$ cat src/uartPkg.sv
//////////////////////////////////////////////////
// shared constants, register words and stream types
// for the UART peripheral, imported by its modules
//////////////////////////////////////////////////

package uartPkg;

	//////////////////////////////////////////////////
	// frame and buffer sizes
	localparam int dataBits      = 8;   // bits per frame
	localparam int oversample    = 16;  // ticks per bit
	localparam int startMidTicks = 7;   // idle edge to start-bit middle
	localparam int stopTicks     = 16;  // one stop bit
	localparam int fifoDepth     = 16;
	localparam int fifoAddrBits  = 4;   // log2 of fifoDepth

	localparam logic [7:0] divisorReset = 8'd53;

	// register map
	localparam logic [1:0] regCtrl    = 2'd0; // read/write
	localparam logic [1:0] regDivisor = 2'd1; // read/write
	localparam logic [1:0] regStatus  = 2'd2; // read only

	//////////////////////////////////////////////////
	// register words
	typedef struct packed {
		logic       rxEnable;
		logic       txEnable;
		logic       loopback;    // tx line feeds rx internally
		logic       clearErrors; // self clearing, reads 0
		logic [3:0] reserved;
	} uartCtrl_t;

	// one write word, two meanings by address
	typedef union packed {
		uartCtrl_t  ctrl;
		logic [7:0] divisor;
	} regWord_u;

	typedef struct packed {
		logic       write;
		logic [1:0] addr;
		regWord_u   wdata;
	} regReq_t;

	typedef struct packed {
		logic       rxNotEmpty;
		logic       txFull;
		logic       txIdle;
		logic       frameError; // sticky
		logic       overrun;    // sticky
		logic [2:0] reserved;
	} uartStatus_t;

	// valid/ready byte transfer, ready runs against valid
	typedef struct packed {
		logic                valid;
		logic                ready;
		logic [dataBits-1:0] data;
	} byteStream_t;

endpackage

$ cat src/baudTickGen.sv
//////////////////////////////////////////////////
// oversampling tick source, one sTick per divisor+1 clocks
//////////////////////////////////////////////////
`timescale 1ns/1ps

module baudTickGen (
	input  logic       clk,
	input  logic       reset,
	input  logic [7:0] divisor,
	output logic       sTick
);

	logic [7:0] count;       // down counter
	logic [7:0] lastDivisor; // divisor the count was loaded from
	logic       divChanged;

	assign divChanged = (divisor != lastDivisor);

	// tick on zero, suppressed in the restart cycle
	assign sTick = (count == 8'd0) && !divChanged;

	always_ff @(posedge clk or posedge reset)
	begin
		if (reset)
		begin
			count       <= 8'd0;
			lastDivisor <= 8'd0;
		end
		else if (divChanged)
		begin
			// restart at once, no leftover long period
			count       <= divisor;
			lastDivisor <= divisor;
		end
		else if (count == 8'd0)
			count <= divisor;       // reload after the tick
		else
			count <= count - 8'd1;
	end

endmodule

$ cat src/byteFifo.sv
//////////////////////////////////////////////////
// byte FIFO with valid/ready on both sides, used once
// for the receive path and once for the transmit path
//////////////////////////////////////////////////
`timescale 1ns/1ps

module byteFifo
	import uartPkg::*;
(
	input  logic                clk,
	input  logic                reset,
	input  logic                inValid,
	input  logic [dataBits-1:0] inData,
	output logic                inReady,
	output logic                outValid,
	output logic [dataBits-1:0] outData,
	input  logic                outReady,
	output logic                full,
	output logic                notEmpty
);

	logic [dataBits-1:0]   mem [fifoDepth];
	logic [fifoAddrBits:0] wrPtr, rdPtr;   // extra msb tells full from empty
	logic                  empty;
	logic                  push, pop;

	assign empty = (wrPtr == rdPtr);
	assign full  = (wrPtr[fifoAddrBits] != rdPtr[fifoAddrBits])
		&& (wrPtr[fifoAddrBits-1:0] == rdPtr[fifoAddrBits-1:0]);

	assign inReady  = !full;
	assign outValid = !empty;
	assign notEmpty = !empty;
	assign outData  = mem[rdPtr[fifoAddrBits-1:0]]; // head of queue

	assign push = inValid && inReady;
	assign pop  = outValid && outReady;   // may coincide with push

	//////////////////////////////////////////////////
	// pointers
	always_ff @(posedge clk or posedge reset)
	begin
		if (reset)
		begin
			wrPtr <= '0;
			rdPtr <= '0;
		end
		else
		begin
			if (push)
				wrPtr <= wrPtr + 1'b1;
			if (pop)
				rdPtr <= rdPtr + 1'b1;
		end
	end

	// storage
	always_ff @(posedge clk)
	begin
		if (push)
			mem[wrPtr[fifoAddrBits-1:0]] <= inData;
	end

	// full queue is never written, so the write side stands still
	assert property (@(posedge clk) disable iff (reset)
		full |=> (wrPtr == $past(wrPtr)));

	// empty queue is never read, so the read side stands still
	assert property (@(posedge clk) disable iff (reset)
		empty |=> (rdPtr == $past(rdPtr)));

endmodule

$ cat src/uartRegs.sv
//////////////////////////////////////////////////
// control and divisor registers, sticky error flags,
// status readback with a one-cycle read response
//////////////////////////////////////////////////
`timescale 1ns/1ps

module uartRegs
	import uartPkg::*;
(
	input  logic       clk,
	input  logic       reset,
	input  logic       reqValid,
	input  regReq_t    req,
	output logic       respValid,
	output logic [7:0] respData,
	output logic [7:0] divisor,
	output uartCtrl_t  ctrl,
	input  logic       rxDone,
	input  logic       frameError,
	input  logic       rxFull,
	input  logic       rxNotEmpty,
	input  logic       txFull,
	input  logic       txIdle
);

	uartCtrl_t   ctrlReg;
	logic [7:0]  divisorReg;
	logic        frameErrFlag, overrunFlag;
	uartStatus_t status;
	logic        wrCtrl, wrDivisor, rdReq, clearReq;
	logic        badFrame, lostByte;

	assign wrCtrl    = reqValid && req.write && (req.addr == regCtrl);
	assign wrDivisor = reqValid && req.write && (req.addr == regDivisor);
	assign rdReq     = reqValid && !req.write;
	assign clearReq  = wrCtrl && req.wdata.ctrl.clearErrors; // control view of word

	// receive events, only counted while the receiver is on
	assign badFrame = rxDone && ctrlReg.rxEnable && frameError;
	assign lostByte = rxDone && ctrlReg.rxEnable && !frameError && rxFull;

	//////////////////////////////////////////////////
	// writable registers
	always_ff @(posedge clk or posedge reset)
	begin
		if (reset)
		begin
			ctrlReg    <= '0;           // everything off
			divisorReg <= divisorReset;
		end
		else
		begin
			if (wrCtrl)
			begin
				ctrlReg             <= req.wdata.ctrl;
				ctrlReg.clearErrors <= 1'b0; // strobe, never held
				ctrlReg.reserved    <= '0;
			end
			if (wrDivisor)
				divisorReg <= req.wdata.divisor; // divisor view of word
		end
	end

	// sticky flags, a new event beats a clear in the same cycle
	always_ff @(posedge clk or posedge reset)
	begin
		if (reset)
		begin
			frameErrFlag <= 1'b0;
			overrunFlag  <= 1'b0;
		end
		else
		begin
			if (clearReq)
			begin
				frameErrFlag <= 1'b0;
				overrunFlag  <= 1'b0;
			end
			if (badFrame)
				frameErrFlag <= 1'b1;
			if (lostByte)
				overrunFlag <= 1'b1;
		end
	end

	always_comb
	begin
		status            = '0;
		status.rxNotEmpty = rxNotEmpty;
		status.txFull     = txFull;
		status.txIdle     = txIdle;
		status.frameError = frameErrFlag;
		status.overrun    = overrunFlag;
	end

	//////////////////////////////////////////////////
	// read response, one cycle after the request
	always_ff @(posedge clk or posedge reset)
	begin
		if (reset)
			respValid <= 1'b0;
		else
			respValid <= rdReq;
	end

	always_ff @(posedge clk)
	begin
		if (rdReq)
			case (req.addr)
				regCtrl:    respData <= ctrlReg;
				regDivisor: respData <= divisorReg;
				regStatus:  respData <= status;
				default:    respData <= 8'd0;  // unmapped address
			endcase
	end

	assign divisor = divisorReg;
	assign ctrl    = ctrlReg;

endmodule

$ cat src/uartRx.sv
//////////////////////////////////////////////////
// serial receiver that samples each bit at its middle on the
// 16x tick and reports a byte with a one-cycle rxDone
//////////////////////////////////////////////////
`timescale 1ns/1ps

module uartRx
	import uartPkg::*;
(
	input  logic                clk,
	input  logic                reset,
	input  logic                sTick,
	input  logic                rx,
	output logic                rxDone,
	output logic                frameError,
	output logic [dataBits-1:0] rxByte
);

	typedef enum logic [1:0] {stIdle, stStart, stData, stStop} rxState_t;

	rxState_t            state, stateNext;
	logic [3:0]          tickCnt, tickNext; // ticks within a bit
	logic [3:0]          bitCnt, bitNext;   // data bit index
	logic [dataBits-1:0] shiftReg, shiftNext;

	always_ff @(posedge clk or posedge reset)
	begin
		if (reset)
		begin
			state    <= stIdle;
			tickCnt  <= '0;
			bitCnt   <= '0;
			shiftReg <= '0;
		end
		else
		begin
			state    <= stateNext;
			tickCnt  <= tickNext;
			bitCnt   <= bitNext;
			shiftReg <= shiftNext;
		end
	end

	//////////////////////////////////////////////////
	// next state
	always_comb
	begin
		stateNext  = state;
		tickNext   = tickCnt;
		bitNext    = bitCnt;
		shiftNext  = shiftReg;
		rxDone     = 1'b0;
		frameError = 1'b0;
		case (state)
			stIdle:
				if (!rx)                    // falling edge may be a start bit
				begin
					stateNext = stStart;
					tickNext  = '0;
				end
			stStart:
				if (sTick)
				begin
					if (tickCnt == 4'(startMidTicks))
					begin
						tickNext  = '0;
						bitNext   = '0;
						// high again at mid start means a glitch
						stateNext = rx ? stIdle : stData;
					end
					else
						tickNext = tickCnt + 4'd1;
				end
			stData:
				if (sTick)
				begin
					if (tickCnt == 4'(oversample - 1)) // middle of next data bit
					begin
						tickNext  = '0;
						shiftNext = {rx, shiftReg[dataBits-1:1]}; // lsb first
						if (bitCnt == 4'(dataBits - 1))
							stateNext = stStop;
						else
							bitNext = bitCnt + 4'd1;
					end
					else
						tickNext = tickCnt + 4'd1;
				end
			stStop:
				if (sTick)
				begin
					if (tickCnt == 4'(stopTicks - 1)) // stop bit sampled here
					begin
						rxDone     = 1'b1;
						frameError = !rx;              // stop must be high
						stateNext  = stIdle;           // idle waits out the line
					end
					else
						tickNext = tickCnt + 4'd1;
				end
			default:
				stateNext = stIdle;
		endcase
	end

	assign rxByte = shiftReg;

	// done only on a stop tick
	assert property (@(posedge clk) disable iff (reset)
		rxDone |-> (state == stStop) && sTick);

	// bit index never runs past the last data bit
	assert property (@(posedge clk) disable iff (reset) bitCnt <= 4'(dataBits - 1));

endmodule

$ cat src/uartTop.sv
//////////////////////////////////////////////////
// UART peripheral top, register port plus tx and rx byte streams
//////////////////////////////////////////////////
`timescale 1ns/1ps

module uartTop
	import uartPkg::*;
(
	input  logic                clk,
	input  logic                reset,
	input  logic                rx,
	output logic                tx,
	input  logic                reqValid,
	input  regReq_t             req,
	output logic                respValid,
	output logic [7:0]          respData,
	input  logic                txValid,
	input  logic [dataBits-1:0] txData,
	output logic                txReady,
	output logic                rxValid,
	output logic [dataBits-1:0] rxData,
	input  logic                rxReady
);

	logic                sTick;
	logic [7:0]          divisor;
	uartCtrl_t           ctrl;
	logic                rxIn, txLine;
	logic                rxDone, rxFrameError;
	logic [dataBits-1:0] rxByte;
	logic                rxPush, rxFull, rxNotEmpty;
	logic                txFull, txIdle;
	byteStream_t         txFeed;   // tx FIFO head to transmitter

	assign rxIn   = ctrl.loopback ? txLine : rx; // loopback select
	assign tx     = txLine;
	assign rxPush = rxDone && !rxFrameError && ctrl.rxEnable; // good bytes only

	baudTickGen baudGen (
		.clk(clk), .reset(reset), .divisor(divisor), .sTick(sTick)
	);

	uartRx receiver (
		.clk(clk), .reset(reset), .sTick(sTick), .rx(rxIn),
		.rxDone(rxDone), .frameError(rxFrameError), .rxByte(rxByte)
	);

	// push is a pulse, a full FIFO simply drops it
	byteFifo rxFifo (
		.clk(clk), .reset(reset), .inValid(rxPush), .inData(rxByte), .inReady(),
		.outValid(rxValid), .outData(rxData), .outReady(rxReady),
		.full(rxFull), .notEmpty(rxNotEmpty)
	);

	byteFifo txFifo (
		.clk(clk), .reset(reset), .inValid(txValid), .inData(txData), .inReady(txReady),
		.outValid(txFeed.valid), .outData(txFeed.data), .outReady(txFeed.ready),
		.full(txFull), .notEmpty()
	);

	uartTx transmitter (
		.clk(clk), .reset(reset), .sTick(sTick), .enable(ctrl.txEnable),
		.inValid(txFeed.valid), .inData(txFeed.data), .inReady(txFeed.ready),
		.tx(txLine), .idle(txIdle)
	);

	uartRegs regs (
		.clk(clk), .reset(reset), .reqValid(reqValid), .req(req),
		.respValid(respValid), .respData(respData), .divisor(divisor), .ctrl(ctrl),
		.rxDone(rxDone), .frameError(rxFrameError), .rxFull(rxFull),
		.rxNotEmpty(rxNotEmpty), .txFull(txFull), .txIdle(txIdle)
	);

endmodule

$ cat src/uartTx.sv
//////////////////////////////////////////////////
// serial transmitter that takes a byte when idle and shifts out
// start, 8 data bits lsb first and stop on the 16x tick
//////////////////////////////////////////////////
`timescale 1ns/1ps

module uartTx
	import uartPkg::*;
(
	input  logic                clk,
	input  logic                reset,
	input  logic                sTick,
	input  logic                enable,
	input  logic                inValid,
	input  logic [dataBits-1:0] inData,
	output logic                inReady,
	output logic                tx,
	output logic                idle
);

	typedef enum logic [1:0] {stIdle, stStart, stData, stStop} txState_t;

	txState_t            state, stateNext;
	logic [3:0]          tickCnt, tickNext;
	logic [2:0]          bitCnt, bitNext;
	logic [dataBits-1:0] shiftReg, shiftNext;
	logic                txReg, txNext;   // registered line avoids glitches

	always_ff @(posedge clk or posedge reset)
	begin
		if (reset)
		begin
			state    <= stIdle;
			tickCnt  <= '0;
			bitCnt   <= '0;
			shiftReg <= '0;
			txReg    <= 1'b1;   // line idles high
		end
		else
		begin
			state    <= stateNext;
			tickCnt  <= tickNext;
			bitCnt   <= bitNext;
			shiftReg <= shiftNext;
			txReg    <= txNext;
		end
	end

	assign idle    = (state == stIdle);
	assign inReady = idle && enable;
	assign tx      = txReg;

	//////////////////////////////////////////////////
	// next state
	always_comb
	begin
		stateNext = state;
		tickNext  = tickCnt;
		bitNext   = bitCnt;
		shiftNext = shiftReg;
		txNext    = txReg;
		case (state)
			stIdle:
				if (inValid && enable)   // byte accepted
				begin
					stateNext = stStart;
					tickNext  = '0;
					shiftNext = inData;
					txNext    = 1'b0;     // start bit from next cycle
				end
			stStart:
				if (sTick)
				begin
					if (tickCnt == 4'(oversample - 1))
					begin
						stateNext = stData;
						tickNext  = '0;
						bitNext   = '0;
						txNext    = shiftReg[0];
					end
					else
						tickNext = tickCnt + 4'd1;
				end
			stData:
				if (sTick)
				begin
					if (tickCnt == 4'(oversample - 1))
					begin
						tickNext  = '0;
						shiftNext = shiftReg >> 1;
						if (bitCnt == 3'(dataBits - 1))
						begin
							stateNext = stStop;
							txNext    = 1'b1;  // stop bit
						end
						else
						begin
							bitNext = bitCnt + 3'd1;
							txNext  = shiftReg[1]; // next bit up
						end
					end
					else
						tickNext = tickCnt + 4'd1;
				end
			stStop:
				if (sTick)
				begin
					if (tickCnt == 4'(stopTicks - 1))
						stateNext = stIdle;
					else
						tickNext = tickCnt + 4'd1;
				end
			default:
				stateNext = stIdle;
		endcase
	end

	// line is marking whenever nothing is being sent
	assert property (@(posedge clk) disable iff (reset) idle |-> tx);

endmodule

$ cat config.mk
export PLATFORM = sky130hd
export DESIGN_NAME = uartTop
export DESIGN_NICKNAME = d
export VERILOG_FILES = /design/src/uartPkg.sv /design/src/baudTickGen.sv /design/src/byteFifo.sv /design/src/uartRegs.sv /design/src/uartRx.sv /design/src/uartTop.sv /design/src/uartTx.sv
export SDC_FILE = /design/constraint.sdc
export NUM_CORES = 1
export LEC_CHECK = 0
export BUFFER_PORTS_ARGS = -buffer_cell sky130_fd_sc_hd__clkbuf_2
export CAP_MARGIN = 25
export CORE_MARGIN = 2
export CORE_UTILIZATION = 62
export DETAILED_ROUTE_END_ITERATION = 16
export GPL_TIMING_DRIVEN = 0
export HOLD_SLACK_MARGIN = 0.12
export PLACE_DENSITY_LB_ADDON = 0.1
export SYNTH_ARGS = -nofsm -noshare
export SYNTH_HDL_FRONTEND = slang
export SYNTH_SLANG_ARGS = --single-unit
$ cat constraint.sdc
create_clock -name clk -period 3.3 [get_ports clk]
set_input_delay 0.66 -clock clk [delete_from_list [all_inputs] [get_ports clk]]
set_output_delay 0.66 -clock clk [all_outputs]
set_load 0.05 [all_outputs]
-- Word-level counts from Yosys, hierarchy flattened
Memories as Yosys holds them, arrays and structs flattened.
Cells that the tools add are included.
- register bits after elaboration: 94
- RAM bits: 256
- bits of input ports: 25
- memories: 2
- memory list (memory ; words ; width ; read ports ; clocked after memory_dff ; wr ports ; RTL line ; RTL):
    rxFifo.mem ; 16 ; 8 ; 1 ; 0 ; 1 ; byteFifo.sv:22 ; logic [dataBits-1:0] mem [fifoDepth];
    txFifo.mem ; 16 ; 8 ; 1 ; 0 ; 1 ; byteFifo.sv:22 ;
- add/subtract/negate cells: 9
- eq/ne operators: 41
- mux-type cells: 73
- reductions and logical operators: 48
- operators with widths (kind ; count):
    $mux 4 ; 17
    $mux 8 ; 5
    $mux 2 ; 17
    $ne 2x2->1 const B ; 12
    $pmux 8 s3 ; 1
    $add 5x1->5 const B ; 4
    $logic_and 1x1->1 ; 20
    $mux 1 ; 20
    $ne 2x1->1 const B ; 9
    $reduce_and 6->1 ; 3
    $pmux 2 s4 ; 2
    $pmux 4 s4 ; 1
    $pmux 8 s2 ; 1
    $reduce_and 8->1 ; 2
    $mux 3 ; 5
    $add 4x1->4 const B ; 3
    $pmux 4 s3 ; 1
    $eq 2x2->1 const B ; 5
    $eq 5x5->1 ; 2
    $reduce_bool 2->1 ; 5
    $eq 4x3->1 const B ; 2
    $eq 4x4->1 ; 2
    $eq 4x4->1 const B ; 2
    $logic_not 1->1 ; 8
    16 further kinds ; 22

-- Longest topological paths before layout
- word-level depth: 11
- mapped depth: 9
- mapped depth without buffers: 7

-- Hierarchy
A second synthesis with hierarchy kept.
- cells, all modules: 904
- area total of the unflattened synthesis: 14991.9 µm²
- by module, submodules not included (module ; instances ; cells an instance ; area an instance (µm²) ; sequential area each (µm²)):
    byteFifo ; 2 ; 286 ; 5587.9 ; 4093.9
    uartTx ; 1 ; 112 ; 1084.8 ; 451.7
    uartRegs ; 1 ; 66 ; 994.7 ; 595.6
    uartRx ; 1 ; 84 ; 918.4 ; 450.4
    baudTickGen ; 1 ; 68 ; 794.5 ; 400.4
    uartTop ; 1 ; 2 ; 23.8 ; 0.0

-- Worst setup path after synthesis
No wires, ideal clock.
- path type: register to output
- from: reg rxFifo.rdPtr[0]
- to: out rxData[0]
- data arrival time: 1989 ps
- data required time: 2640 ps
- setup slack: 651 ps
- cell stages (with the launch flop): 5
- cells stage by stage: dfrtp_1 -> buf_2 -> buf_2 -> mux4_2 -> mux4_2
- longest elaborated chain between the ends: 1
- RTL lines (item ; RTL line ; RTL):
    from (decl) ; byteFifo.sv:23 ; logic [fifoAddrBits:0] wrPtr, rdPtr;
    from (signal assigned) ; byteFifo.sv:53 ; rdPtr <= rdPtr + 1'b1;
    $mem_v2 16x8 ; -- ;
    to (decl) ; uartTop.sv:21 ; output logic [dataBits-1:0] rxData,
Every way passes these cells.

-- Worst setup path after layout
- from: reg rxFifo.rdPtr[0]
- to: out rxData[3]
Same word-level chain as after synthesis.

==> impl_results.md <==
- Power Density: 785.3 nW/um^2
- Htree depth: 2
- Final slew viol count: 0
- Most common cell after layout, fill and taps aside: edfxtp_1
- Most frequent cells in the layout: edfxtp_1 (264), dfrtp_1 (80), mux4_2 (67), nand2_1 (42), clkbuf_2 (37)
- Initial antenna violation count: 0
- Post CTS Setup Buffer Count: 0
- Vias per cell: 6.182
- Post-layout minimum cycle time: 3178 ps
- Netlist cell types: 62
- Fillers: 1,521
- Primary FF master, synth: edfxtp_1
- Clock-pin slew on the worst setup and hold paths: 60 ps
- Row cnt: 56
- Area Overhead vs Synth: 12.22%
- Antenna viol nets, final: 0
- Total Wirelength: 28.93 mm
- #FFs+latches synth: 350
- Final hold vios: 0
- Maxcap violations: 0
- Final Skew: 24.10 ps
- Die Width: 158.2 um
- Final hold slack: 402.1 ps
- Finished Layout Cells: 1,283
- Io pins: 45
- Clk sink count: 350
- Least-Margin Pin Slew: 877.2 ps
- Layout net count: 988
- Warnings from Yosys: 0
- Fmax achieved: 0.3147 GHz
- Post-synth EDFFs: 264
- First-pass GRT wire length: 45.07 mm
- Global route total overflow: 0
- HP Class: in -> reg
- Unrepaired setup endpoints after global routing: no
- Sequential area share after synthesis: 68.40%
- CTS tree: yes
- GRT Resource Usage Total: 24.09%
- WS Path Type: reg -> out
- FF+latch area: 10,090 sq um
- Synthesized area: 14,750 sq um
- Number of global-route vias before repair: 8,111
- # DRC: 0
- Max IR drop VDD: 0.0004907 V
- CTS max path bufs: 3
- Static leakage: 0.006076 uW
- Status: finished clean
- Post-placement cell count: 1,224
- Mapped Cells: 857
- Period utilization: 96.30%
- Starting density of the core: 63.01%
- Layout cells sized above 1: 24.79%
- # diodes: 0
- Worst Setup End Kind: primary output
- FFs w/ async S/R, synth: 24.57%
- PortBufs: 43
- GP Congestion: 0.8563
- WL/cell: 22.55 um
- Fin util: 70.71%
- Data required time at the worst endpoint: 2640 ps
- Die Height: 158.2 um
- Avg Inst Size Synth: 17.21 sq um
- Clock latency on the worst-skew pair: 510 ps
- Root Buffer: clkbuf_16
- Initial DRT Pass Iterations: 5
- Drt initial violations: 625
- Largest net degree at the start of global routing: 75
- Die area: 25,030 sq um
- CTS Buf Count: 35
- Multi-input gate area: 4379 sq um
- Core region area: 23,400 sq um
- Max Fanout on Critical Path: 10
- Via count: 7,931
- Critical Path Source Type: flop
- DPL Wire Length: 19.76 mm
- Worst slew margin: 41.30%
- Post-Syn Nets: 903
- Final setup viols: 0
- Arrival @ worst endpoint: 2520 ps
==> cells in the mapped netlist, types with 3 or more instances <==
library cell	count	area share, %
o21ai_0	20	0.68
nand2_1	42	1.1
a211oi_1	4	0.20
o41ai_1	3	0.18
a22o_1	8	0.48
xor2_1	18	1.1
o31ai_1	5	0.25
nor3b_1	4	0.20
or4_1	3	0.15
nor2_1	23	0.59
nor4_1	5	0.21
nand2b_1	13	0.55
mux2i_1	25	1.7
and3_1	18	0.76
inv_1	18	0.46
and2_1	5	0.21
nor2b_1	9	0.38
dfrtp_1	81	14
mux4_2	67	10
mux2_1	3	0.23
nand4_1	11	0.47
a22oi_1	5	0.25
and4_1	3	0.18
nand3_1	8	0.27
xnor2_1	23	1.4
or3_1	3	0.13
or2_2	6	0.25
dfstp_2	5	0.89
buf_2	17	0.58
a221oi_1	6	0.36
mux2_2	18	1.4
nor3_1	13	0.44
ha_1	21	1.8
clkbuf_1	26	0.66
edfxtp_1	264	54
mux2_4	14	1.4
a211o_1	6	0.36
==> metrics by stage <==
stage / worst slack (ps) / total power (uW) / instance area (sq um) / TNS, ps
2_1_floorplan: 426.4 / 8306 / 14750 / 0
3_3_place_gp: -520.0 / 9117 / 15360 / -41650
3_5_place_dp: 136.0 / 9253 / 15420 / 0
4_1_cts: 7.469 / 13060 / 16530 / 0
5_1_grt: 32.82 / 13570 / 16550 / 0
6_report: 122.0 / 12990 / 16550 / 0
==> layout make-up <==
class | count | share of cell area, %
clock inverter | 18 | 0.9074
buffer | 46 | 1.520
clock buffer | 41 | 5.618
sequential | 350 | 60.96
inverter | 18 | 0.4234
timing repair buffer | 49 | 1.694
multi-input combinational | 442 | 26.47
tap | 319 | 2.412
==> critical path, cell delays in order (launching register included) <==
cell and delay [ps]:
dfrtp_1 360, buf_6 180, buf_8 180, mux4_2 540, mux4_2 510, buf_2 230
==> per-layer routing <==
metal | share of wire (%) | vias to the layer above | track usage [%]
met4 | 2.2 | 0 | 7.036
met3 | 5.7 | 46 | 4.079
met2 | 50 | 263 | 40.06
met1 | 42 | 4088 | 33.35
li1 | - | 3534 | -
met5 | 0 | - | 0
==> report_power, final <==
group,internal (uW),switching (uW),leakage (uW),total [uW]
clock,2170,1580,0.000527,3750
sequential,5170,311,0.00350,5480
combinational,1630,2140,0.00205,3760
total,8970,4030,0.00608,13000
==> worst paths after layout <==
check                                 start               end  slack, ps  depth (start not counted)
setup / recovery            rxFifo.rdPtr[0]         rxData[3]        120                          5
hold / removal                       req[2]   regs.divisor[2]        400                          2
setup reg to reg           baudGen.count[0]  rxFifo.mem[9][0]        350                          9
hold reg to reg             rxFifo.wrPtr[4]   rxFifo.wrPtr[4]        490                          1
max in group asynchronous             reset   regs.divisor[5]       2050                          4
min in group asynchronous             reset  baudGen.count[3]        620                          3
==> state kept, by name (all words and copies together), names as in the netlist, named ones only <==
signal and flops:
txFifo.rdPtr 5, regs.respValid 1, baudGen.count 8, receiver.state 1
rxFifo.rdPtr 5, transmitter.state 2, receiver.tickCnt 4, regs.divisor 8
regs.ctrl 3, receiver.bitCnt 4, regs.overrunFlag 1, txFifo.wrPtr 5
receiver.rxByte 8, transmitter.shiftReg 8, baudGen.lastDivisor 8, rxFifo.mem 128
txFifo.mem 128, rxFifo.wrPtr 5, transmitter.bitCnt 3, transmitter.tx 1
transmitter.tickCnt 4, regs.frameErrFlag 1, regs.respData 8
==> cells by family after synthesis <==
group,synth area share [%]
AOI/OAI and AO/OA,3.878
xor gates and xnor gates,2.435
adders and majority gates,1.782
buffers and inverters,1.901
DFF,68.40
muxes,14.96
and+or+nand+nor,6.644
==> repair_timing <==
item / 4_1_cts / 5_1_grt
gates resized for setup: 12 / 12
hold buffers: 1 / 0
gates cloned: 0 / 0
pin swaps: 0 / 0
endpoints found under the setup margin: 8 / 8
hold endpoints to repair: 10 / 0
Power figures use the tool's default switching activity.
